==> src/hw/fpu_types_pkg.sv <==
package fpu_types_pkg;

    // ------------------------------------------------------------------
    // binary16 format
    // ------------------------------------------------------------------
    localparam int half_float_w    = 16;
    localparam int half_exponent_w = 5;
    localparam int half_fraction_w = 10;
    localparam int half_bias       = 15;

    // biased exponent of inf and nan
    localparam int half_exp_max = (1 << half_exponent_w) - 1;

    // exact product of two 11-bit significands
    localparam int prod_w = 2 * (half_fraction_w + 1);

    // significand handed to the rounder
    // leading one, 10 fraction bits, guard, round, sticky
    localparam int sig_w = half_fraction_w + 4;

    typedef logic [half_exponent_w-1:0] exp_t;
    typedef logic [half_fraction_w-1:0] mant_t;

    // ------------------------------------------------------------------
    // special result words
    // ------------------------------------------------------------------
    localparam logic [half_float_w-1:0] half_qnan = 16'h7e00; // canonical, sign 0
    localparam logic [half_float_w-1:0] half_inf  = 16'h7c00; // sign added by user
    localparam logic [half_float_w-1:0] half_zero = 16'h0000;
    localparam logic [half_float_w-1:0] half_max  = 16'h7bff; // 65504

    // ------------------------------------------------------------------
    // rounding modes, same encoding as the RISC-V frm field
    // ------------------------------------------------------------------
    typedef enum logic [2:0] {
        rm_rne = 3'd0, // nearest, ties to even
        rm_rtz = 3'd1, // toward zero
        rm_rdn = 3'd2, // toward -inf
        rm_rup = 3'd3, // toward +inf
        rm_rmm = 3'd4  // nearest, ties away from zero
    } rm_e;
    // 5..7 are reserved, the rounder treats them as rne

    // operand classes
    typedef enum logic [2:0] {
        fc_zero = 3'd0,
        fc_sub  = 3'd1,
        fc_norm = 3'd2,
        fc_inf  = 3'd3,
        fc_snan = 3'd4,
        fc_qnan = 3'd5
    } fclass_e;

endpackage

==> src/hw/fp16_classify.sv <==
`timescale 1ns/1ns

// Splits one binary16 word into its fields and decides its class.
// lead_pos is the index of the leading one of the 11-bit significand,
// so a normal gives 10 and a subnormal gives 0..9.
module fp16_classify
    import fpu_types_pkg::*;
(
    input  logic [half_float_w-1:0]  value,
    output logic                     sign,
    output exp_t                     exp,
    output logic [half_fraction_w:0] sig,
    output fclass_e                  fclass,
    output logic [3:0]               lead_pos
);

    mant_t frac;

    always_comb begin
        sign = value[half_float_w-1];
        exp  = value[half_float_w-2 -: half_exponent_w];
        frac = value[half_fraction_w-1:0];

        // implicit bit only for a non-zero exponent field
        sig = {exp != '0, frac};

        // ------------------------------------------------------------------
        // class
        // ------------------------------------------------------------------
        if (exp == '1) begin
            if (frac == '0) begin
                fclass = fc_inf;
            end else if (frac[half_fraction_w-1]) begin
                fclass = fc_qnan; // quiet bit set
            end else begin
                fclass = fc_snan;
            end
        end else if (exp == '0) begin
            fclass = (frac == '0) ? fc_zero : fc_sub;
        end else begin
            fclass = fc_norm;
        end

        // leading one, highest set bit wins
        lead_pos = '0;
        for (int i = 0; i <= half_fraction_w; i++) begin
            if (sig[i]) begin
                lead_pos = 4'(i);
            end
        end
    end

endmodule

==> src/hw/fp16_mul_core.sv <==
`timescale 1ns/1ns

// Special-case selection, significand product and normalization.
// res_exp is the biased exponent, zero for a subnormal result, and
// res_sig ends in the guard, round and sticky bits.
module fp16_mul_core
    import fpu_types_pkg::*;
(
    input  logic                     sign_a,
    input  logic                     sign_b,
    input  exp_t                     exp_a,
    input  exp_t                     exp_b,
    input  logic [half_fraction_w:0] sig_a,
    input  logic [half_fraction_w:0] sig_b,
    input  fclass_e                  class_a,
    input  fclass_e                  class_b,
    input  logic [3:0]               lead_a,
    input  logic [3:0]               lead_b,
    output logic                     res_sign,
    output logic signed [7:0]        res_exp,
    output logic [sig_w-1:0]         res_sig,
    output logic                     special,
    output logic [half_float_w-1:0]  special_word,
    output logic                     invalid
);

    logic nan_a, nan_b;
    logic inf_a, inf_b;
    logic zero_a, zero_b;
    logic zero_inf;

    logic [half_fraction_w:0] norm_a, norm_b;
    logic [prod_w-1:0]        prod, prod_n, prod_s;
    logic                     top;
    logic signed [7:0]        e_norm, sh;
    logic [4:0]               sh_amt;
    logic                     lost;

    // exponent of a left-aligned significand, subnormals live at 1
    function automatic logic signed [7:0] eff_exp(input exp_t e, input logic [3:0] lead);
        logic signed [7:0] base;
        base = (e == '0) ? 8'sd1 : $signed({3'b000, e});
        return base - $signed({4'b0000, 4'(half_fraction_w) - lead});
    endfunction

    // ------------------------------------------------------------------
    // special cases
    // ------------------------------------------------------------------
    always_comb begin
        nan_a    = class_a inside {fc_snan, fc_qnan};
        nan_b    = class_b inside {fc_snan, fc_qnan};
        inf_a    = class_a == fc_inf;
        inf_b    = class_b == fc_inf;
        zero_a   = class_a == fc_zero;
        zero_b   = class_b == fc_zero;
        zero_inf = (zero_a && inf_b) || (inf_a && zero_b);

        res_sign = sign_a ^ sign_b;
        invalid  = class_a == fc_snan || class_b == fc_snan || zero_inf;

        special = 1'b1;
        if (nan_a || nan_b || zero_inf) begin
            special_word = half_qnan;
        end else if (inf_a || inf_b) begin
            special_word = {res_sign, half_inf[half_float_w-2:0]};
        end else if (zero_a || zero_b) begin
            special_word = {res_sign, half_zero[half_float_w-2:0]};
        end else begin
            special      = 1'b0;
            special_word = half_zero;
        end
    end

    // ------------------------------------------------------------------
    // product and normalization
    // ------------------------------------------------------------------
    always_comb begin
        // left-align, no shift for normals
        norm_a = sig_a << (4'(half_fraction_w) - lead_a);
        norm_b = sig_b << (4'(half_fraction_w) - lead_b);

        prod   = prod_w'(norm_a) * prod_w'(norm_b); // in [2^20, 2^22)
        top    = prod[prod_w-1];
        prod_n = top ? prod : prod << 1;

        e_norm = eff_exp(exp_a, lead_a) + eff_exp(exp_b, lead_b)
                 - 8'(half_bias) + $signed({7'b0, top});

        if (e_norm < 8'sd1) begin
            // below min normal, denormalize and keep what falls out
            sh      = 8'sd1 - e_norm;
            sh_amt  = (sh > 8'(prod_w + 1)) ? 5'(prod_w + 1) : sh[4:0];
            lost    = |(prod_n & ~({prod_w{1'b1}} << sh_amt));
            prod_s  = prod_n >> sh_amt;
            res_exp = '0;
        end else begin
            sh      = '0;
            sh_amt  = '0;
            lost    = 1'b0;
            prod_s  = prod_n;
            res_exp = e_norm;
        end

        res_sig = {prod_s[prod_w-1:prod_w-sig_w+1], (|prod_s[prod_w-sig_w:0]) | lost};

        // normal-range results must carry their leading one
        assert (special || res_exp == '0 || res_sig[sig_w-1])
            else $error("fp16_mul_core: unnormalized significand at exponent %0d", res_exp);
    end

endmodule

==> src/hw/fp16_round.sv <==
`timescale 1ns/1ns

// Rounds the core result to binary16 and raises the flags.
module fp16_round
    import fpu_types_pkg::*;
(
    input  logic                    res_sign,
    input  logic signed [7:0]       res_exp,
    input  logic [sig_w-1:0]        res_sig,
    input  logic                    special,
    input  logic [half_float_w-1:0] special_word,
    input  logic                    invalid,
    input  rm_e                     rm,
    output logic [half_float_w-1:0] word,
    output logic                    nv,
    output logic                    of,
    output logic                    uf,
    output logic                    nx
);

    logic              exact;
    logic              inc;      // increment at the result lsb
    logic              inc_wide; // same, one bit lower, for tininess
    logic [11:0]       sum;
    logic signed [8:0] exp_rnd;
    logic              tiny;
    logic              ovf_to_inf;
    exp_t              exp_fld;
    mant_t             frac;

    function automatic logic round_up(input logic sign, input logic lsb, input logic guard,
                                      input logic sticky, input rm_e mode);
        case (mode)
            rm_rtz:  return 1'b0;
            rm_rdn:  return sign & (guard | sticky);
            rm_rup:  return ~sign & (guard | sticky);
            rm_rmm:  return guard;
            default: return guard & (sticky | lsb); // rne, reserved codes too
        endcase
    endfunction

    always_comb begin
        exact = res_sig[2:0] == '0;
        inc   = round_up(res_sign, res_sig[3], res_sig[2], |res_sig[1:0], rm);
        sum   = {1'b0, res_sig[sig_w-1:3]} + 12'(inc);

        // carry out of the fraction bumps the exponent,
        // for a subnormal it lands on the min normal
        if (res_exp == '0) begin
            exp_rnd = {8'd0, sum[half_fraction_w]};
        end else begin
            exp_rnd = {res_exp[7], res_exp} + {8'd0, sum[half_fraction_w+1]};
        end
        frac    = sum[half_fraction_w+1] ? sum[half_fraction_w:1] : sum[half_fraction_w-1:0];
        exp_fld = exp_rnd[half_exponent_w-1:0];

        // tiny after rounding, as if the exponent were unbounded
        // only a shift by one can still reach 2^-14 there
        inc_wide = round_up(res_sign, res_sig[2], res_sig[1], res_sig[0], rm);
        tiny     = (res_exp == '0) && !((&res_sig[sig_w-2:2]) && inc_wide);

        case (rm)
            rm_rtz:  ovf_to_inf = 1'b0;
            rm_rdn:  ovf_to_inf = res_sign;
            rm_rup:  ovf_to_inf = ~res_sign;
            default: ovf_to_inf = 1'b1;
        endcase

        // ------------------------------------------------------------------
        // result word and flags
        // ------------------------------------------------------------------
        nv = 1'b0;
        of = 1'b0;
        uf = 1'b0;
        nx = 1'b0;
        if (special) begin
            word = special_word; // already exact
            nv   = invalid;
        end else if (exp_rnd >= 9'(half_exp_max)) begin
            of   = 1'b1;
            nx   = 1'b1;
            word = ovf_to_inf ? {res_sign, half_inf[half_float_w-2:0]}
                              : {res_sign, half_max[half_float_w-2:0]};
        end else begin
            word = {res_sign, exp_fld, frac};
            nx   = ~exact;
            uf   = tiny & ~exact;
        end

        // a subnormal from the core has its leading one shifted out
        assert (special || res_exp != '0 || !res_sig[sig_w-1])
            else $error("fp16_round: subnormal input with its leading one set");
    end

endmodule

==> src/hw/fp16_mul_unit.sv <==
`timescale 1ns/1ns

// binary16 multiplier, fixed latency of two cycles after the input register
module fp16_mul_unit
    import fpu_types_pkg::*;
(
    input  logic                    clk,
    input  logic                    arst_n,
    input  logic                    in_valid,
    input  logic [half_float_w-1:0] a,
    input  logic [half_float_w-1:0] b,
    input  rm_e                     rm,
    output logic                    out_valid,
    output logic [half_float_w-1:0] product,
    output logic                    flag_nv,
    output logic                    flag_of,
    output logic                    flag_uf,
    output logic                    flag_nx
);

    // stage 0, input register
    logic                    s0_valid;
    logic [half_float_w-1:0] s0_a, s0_b;
    rm_e                     s0_rm;

    // classify outputs
    logic                     cl_sign_a, cl_sign_b;
    exp_t                     cl_exp_a, cl_exp_b;
    logic [half_fraction_w:0] cl_sig_a, cl_sig_b;
    fclass_e                  cl_class_a, cl_class_b;
    logic [3:0]               cl_lead_a, cl_lead_b;

    // core outputs
    logic                    c_sign;
    logic signed [7:0]       c_exp;
    logic [sig_w-1:0]        c_sig;
    logic                    c_special;
    logic [half_float_w-1:0] c_word;
    logic                    c_invalid;

    // stage 1
    logic                    s1_valid;
    logic                    s1_sign;
    logic signed [7:0]       s1_exp;
    logic [sig_w-1:0]        s1_sig;
    logic                    s1_special;
    logic [half_float_w-1:0] s1_word;
    logic                    s1_invalid;
    rm_e                     s1_rm;

    // rounder outputs
    logic [half_float_w-1:0] r_word;
    logic                    r_nv, r_of, r_uf, r_nx;

    // ------------------------------------------------------------------
    // valid pipeline and output register
    // ------------------------------------------------------------------
    always_ff @(posedge clk or negedge arst_n) begin
        if (!arst_n) begin
            s0_valid  <= 1'b0;
            s1_valid  <= 1'b0;
            out_valid <= 1'b0;
            product   <= '0;
            flag_nv   <= 1'b0;
            flag_of   <= 1'b0;
            flag_uf   <= 1'b0;
            flag_nx   <= 1'b0;
        end else begin
            s0_valid  <= in_valid;
            s1_valid  <= s0_valid;
            out_valid <= s1_valid;
            if (s1_valid) begin // hold last result when idle
                product <= r_word;
                flag_nv <= r_nv;
                flag_of <= r_of;
                flag_uf <= r_uf;
                flag_nx <= r_nx;
            end
        end
    end

    // payload stages
    always_ff @(posedge clk) begin
        if (in_valid) begin
            s0_a  <= a;
            s0_b  <= b;
            s0_rm <= rm;
        end
        if (s0_valid) begin
            s1_sign    <= c_sign;
            s1_exp     <= c_exp;
            s1_sig     <= c_sig;
            s1_special <= c_special;
            s1_word    <= c_word;
            s1_invalid <= c_invalid;
            s1_rm      <= s0_rm;
        end
    end

    // ------------------------------------------------------------------
    // datapath
    // ------------------------------------------------------------------
    fp16_classify classify_a_i (
        .value    (s0_a),
        .sign     (cl_sign_a),
        .exp      (cl_exp_a),
        .sig      (cl_sig_a),
        .fclass   (cl_class_a),
        .lead_pos (cl_lead_a)
    );

    fp16_classify classify_b_i (
        .value    (s0_b),
        .sign     (cl_sign_b),
        .exp      (cl_exp_b),
        .sig      (cl_sig_b),
        .fclass   (cl_class_b),
        .lead_pos (cl_lead_b)
    );

    fp16_mul_core mul_core_i (
        .sign_a       (cl_sign_a),
        .sign_b       (cl_sign_b),
        .exp_a        (cl_exp_a),
        .exp_b        (cl_exp_b),
        .sig_a        (cl_sig_a),
        .sig_b        (cl_sig_b),
        .class_a      (cl_class_a),
        .class_b      (cl_class_b),
        .lead_a       (cl_lead_a),
        .lead_b       (cl_lead_b),
        .res_sign     (c_sign),
        .res_exp      (c_exp),
        .res_sig      (c_sig),
        .special      (c_special),
        .special_word (c_word),
        .invalid      (c_invalid)
    );

    fp16_round round_i (
        .res_sign     (s1_sign),
        .res_exp      (s1_exp),
        .res_sig      (s1_sig),
        .special      (s1_special),
        .special_word (s1_word),
        .invalid      (s1_invalid),
        .rm           (s1_rm),
        .word         (r_word),
        .nv           (r_nv),
        .of           (r_of),
        .uf           (r_uf),
        .nx           (r_nx)
    );

    // an invalid operation always returns the canonical nan
    assert property (@(posedge clk) disable iff (!arst_n)
        out_valid && flag_nv |-> product == half_qnan);
    // no nan other than the canonical one leaves the unit
    assert property (@(posedge clk) disable iff (!arst_n)
        out_valid && (&product[14:10]) && (|product[9:0]) |-> product == half_qnan);

endmodule

==> config.mk <==
export PLATFORM = sky130hd
export DESIGN_NAME = fp16_mul_unit
export DESIGN_NICKNAME = d
export VERILOG_FILES = /design/src/hw/fpu_types_pkg.sv /design/src/hw/fp16_classify.sv /design/src/hw/fp16_mul_core.sv /design/src/hw/fp16_round.sv /design/src/hw/fp16_mul_unit.sv
export SDC_FILE = /design/constraint.sdc
export NUM_CORES = 1
export LEC_CHECK = 0
export BUFFER_PORTS_ARGS = -buffer_cell sky130_fd_sc_hd__buf_2
export CAP_MARGIN = 25
export CORE_MARGIN = 4
export CORE_UTILIZATION = 60
export CTS_BUF_LIST = sky130_fd_sc_hd__clkbuf_8
export CTS_CLUSTER_DIAMETER = 100
export CTS_CLUSTER_SIZE = 25
export DETAILED_ROUTE_END_ITERATION = 16
export PLACE_DENSITY = 0.84
export SLEW_MARGIN = 10
export SYNTH_ARGS = -nofsm -noshare
export SYNTH_HDL_FRONTEND = slang
export SYNTH_SLANG_ARGS = --single-unit
==> constraint.sdc <==
create_clock -name clk -period 22.8 [get_ports clk]
set_input_delay 4.56 -clock clk [delete_from_list [all_inputs] [get_ports clk]]
set_output_delay 4.56 -clock clk [all_outputs]
set_load 0.005 [all_outputs]
==> results by group <==
Routing
  • ANT nets after route: 0
  • Routed Wire Length: about 34000 µm
  • First DRT Iteration DRCs: about 1100
  • TritonRoute pass-1 iters: 5
  • DRC Markers: 0
  • Via density: ~6.5
  • Via Count: ~11000
  • WL per Instance: roughly 20 µm

Critical path
  • Worst R2R Path Depth: 42
  • Reg2Reg Setup Slack: between 8 and 9 ns
  • Worst path slowest cell: nor2_1
  • WS Path Type: flop to flop
  • Critical path origin: s0_b[12]
  • Worst R2R Start: s0_b[12]
  • Max FO, Critical Path: 28
  • CP max stage delay: roughly 0.75 ns
  • CP startpoint kind: flop
  • Worst setup EP type: flop
  • CP Data Arrival Time: about 14 ns
  • R2R Path End: s1_sig[0]
  • Critical Path RT: approximately 23 ns
  • CP endpoint: s1_sig[0]

Clocking
  • Clock root cell: clkbuf_8
  • Post-cts resize count: 0
  • CTS tree: built
  • Setup bufs post-CTS: 0
  • CTS Buf Count: 9
  • Clk Latency, worst-skew pair: about 0.38 ns
  • Clock slew at reported path FFs: approximately 0.09 ns
  • H-tree levels: 3
  • TritonCTS Sinks: 89
  • Clock buffer depth: 2
  • Cts hold-fix bufs: 0

Logic synthesis
  • Synth Instances: between 1000 and 1500
  • Most frequent cells after synthesis: nor2_1 (159), inv_1 (139), nand2_1 (110)
  • Yosys cell types: 97
  • Count of state elements after synthesis: 89
  • Post-synthesis adder-cell area fraction: around 23%
  • Main combinational cell family by area after synthesis: adder cells
  • Xor/xnor share of the synthesized area: roughly 2.8%
  • Share of the synthesized area in the top cell type: between 10% and 20%
  • Syn nets: 1600
  • Count leader, synth: nor2_1
  • Yosys warnings: 0
  • Simple-gate portion of the synthesized area: between 10% and 20%
  • FFs w/ async S/R, synth: about 26%
  • Ranking of synthesized cells by area: edfxtp_1 (17%), fa_1 (15%), ha_1 (8.1%), nor2_1 (5.0%), dfrtp_1 (4.8%)
  • Mapped cell area: roughly 12000 µm²
  • Synth area leader: edfxtp_1
  • Post-synthesis sequential area ratio: between 20% and 30%
  • Number of synthesized flops with an enable pin: between 60 and 70
  • Ys flop type: edfxtp_1
  • Post-synthesis compound-gate area fraction: between 20 and 25%
  • Mux contribution to synthesized area: 6.17%
  • Syn Area/Cell: approximately 8.6 µm²

Global route
  • GR Layer Usage met2: 49.6%
  • Vias in the first global route: 10713
  • Met1 Track Usage GR: about 43%
  • Met3 Use GR: 5.38%
  • GR Overflow Total: 0
  • Busiest grt layer: met2
  • First-pass GRT wire length: ~55000 µm
  • Largest net degree at the start of global routing: 37
  • GRT Total Usage: a little under a third
  • Initial antenna violation count: 0

Placed design
  • Placed cells: between 1500 and 2000
  • GPL Wtd Cong: ~1.0
  • PortBufs: between 50 and 60
  • Dpl hpwl: between 20000 and 30000 µm

Status
  • Status: finished clean

STA
  • Final hold slack: between 0.4 and 0.5 ns
  • Max Clk Rate: ~71 MHz
  • Unrepaired setup endpoints after global routing: false
  • Clock skew: 0.0179 ns
  • Sum Neg Setup Slack: 0 ns
  • Final Hold Viols: 0
  • Max-slew violation count: 0
  • Relative slew slack: between 20% and 30%
  • Period minus WS final: between 10 and 15 ns
  • Setup violations, final: 0
  • Slew @ Worst Pin: roughly 1.1 ns
  • Crit share post-route: 61.8%

Floorplanning
  • Full die area: between 20000 and 25000 µm²
  • Cell row count: 51
  • Die Height: between 100 and 150 µm
  • Initial Utilization: 61.4%
  • Total I/O pin count: 59
  • Core box area: 19500 µm²
  • Die Wd: about 150 µm

Hold path
  • Hold crit path type: flop to flop

Run
  • Max-cap violations: 0

Final layout
  • Nets: between 1500 and 2000
  • Non-Filler Instances: 1683
  • ANT cells: 0
  • Layout cell share with drive strength beyond 1: about an eighth
  • Area Overhead vs Synth: 5.54%
==> per-stage QoR <==
| stage | worst slack [ns] | area (µm²) | util, % |
|---|---|---|---|
| finish | 8.70 | 12600 | 64.8 |
| global route | 7.98 | 12600 | 64.8 |
| CTS | 9.10 | 12600 | 64.7 |
| detailed placement | 9.13 | 12500 | 63.8 |
| global placement | 9.35 | 12400 | 63.7 |
| floorplan | 10.75 | 12000 | - |
==> placed cells by master, fill, tap and decap left out, drive strengths merged, types with 10 or more instances in the layout <==
master and instances:
dfrtp 23, edfxtp 66, a211oi 13, fa 89, and2 13, nor2 161
or2 21, nor3 28, mux2i 39, o211ai 18, a21o 14, mux2 22
and3 14, nand4 20, inv 145, or3 11, xor2 16, nor4 13
nand2 113, buf 72, o21ai 76, xnor2 20, a21oi 76, o2111ai 11
ha 78, o22ai 17, nand3 45, nand2b 26, clkbuf 10
==> registers in the layout, summed over array words and instances (netlist names) <==
name	cells
flag_nv	1
flag_nx	1
flag_of	1
flag_uf	1
out_valid	1
product	16
s0_a	16
s0_b	16
s0_rm	3
s0_valid	1
s1_exp	8
s1_invalid	1
s1_rm	3
s1_sig	14
s1_sign	1
s1_special	1
s1_valid	1
s1_word	3
==> final cells by class <==
class	instances	area, µm²
inverter	143	537
clock buffer	10	138
sequential	89	2560
timing repair buffer	72	415
tap	265	332
fill	1650	6880
multi-input combinational	1098	8640
clock inverter	6	33.8
==> per-layer routing <==
layer	vias up	wire length, µm
met1	5243	14300
met3	73	3290
li1	5032	-
met4	0	760
met5	-	0
met2	569	15300
==> worst min path at each step <==
stage,from,to,cells after the start
2_1_floorplan,s1_valid,out_valid,0
3_3_place_gp,s0_rm[2],s1_rm[2],0
3_5_place_dp,s0_rm[1],s1_rm[1],0
4_1_cts,s0_rm[2],s1_rm[2],0
5_1_grt,s0_rm[2],s1_rm[2],0
6_report,s0_rm[2],s1_rm[2],0
==> cells by family after synthesis <==
family,after synthesis
other,1
adder cells (fa/ha/maj),168
multiplexers,65
buffers and inverters,208
AND/OR/NAND/NOR,485
AO/OA/AOI/OAI,343
flip-flops,89
XOR/XNOR,36
==> worst max-delay path: cells and delay by family, from the launching register on <==
family | cells | cell delay, ns
flops | 1 | 0.44
fa+ha+maj | 10 | 4.06
simple gates | 11 | 3.65
compound gates | 9 | 2.43
xor+xnor | 1 | 0.53
buf+inv | 9 | 2.20
mux | 2 | 0.45
Power is left out: the tool's default activity adds up to more than one toggle a clock period on the data nets, which glitch-free logic cannot reach.
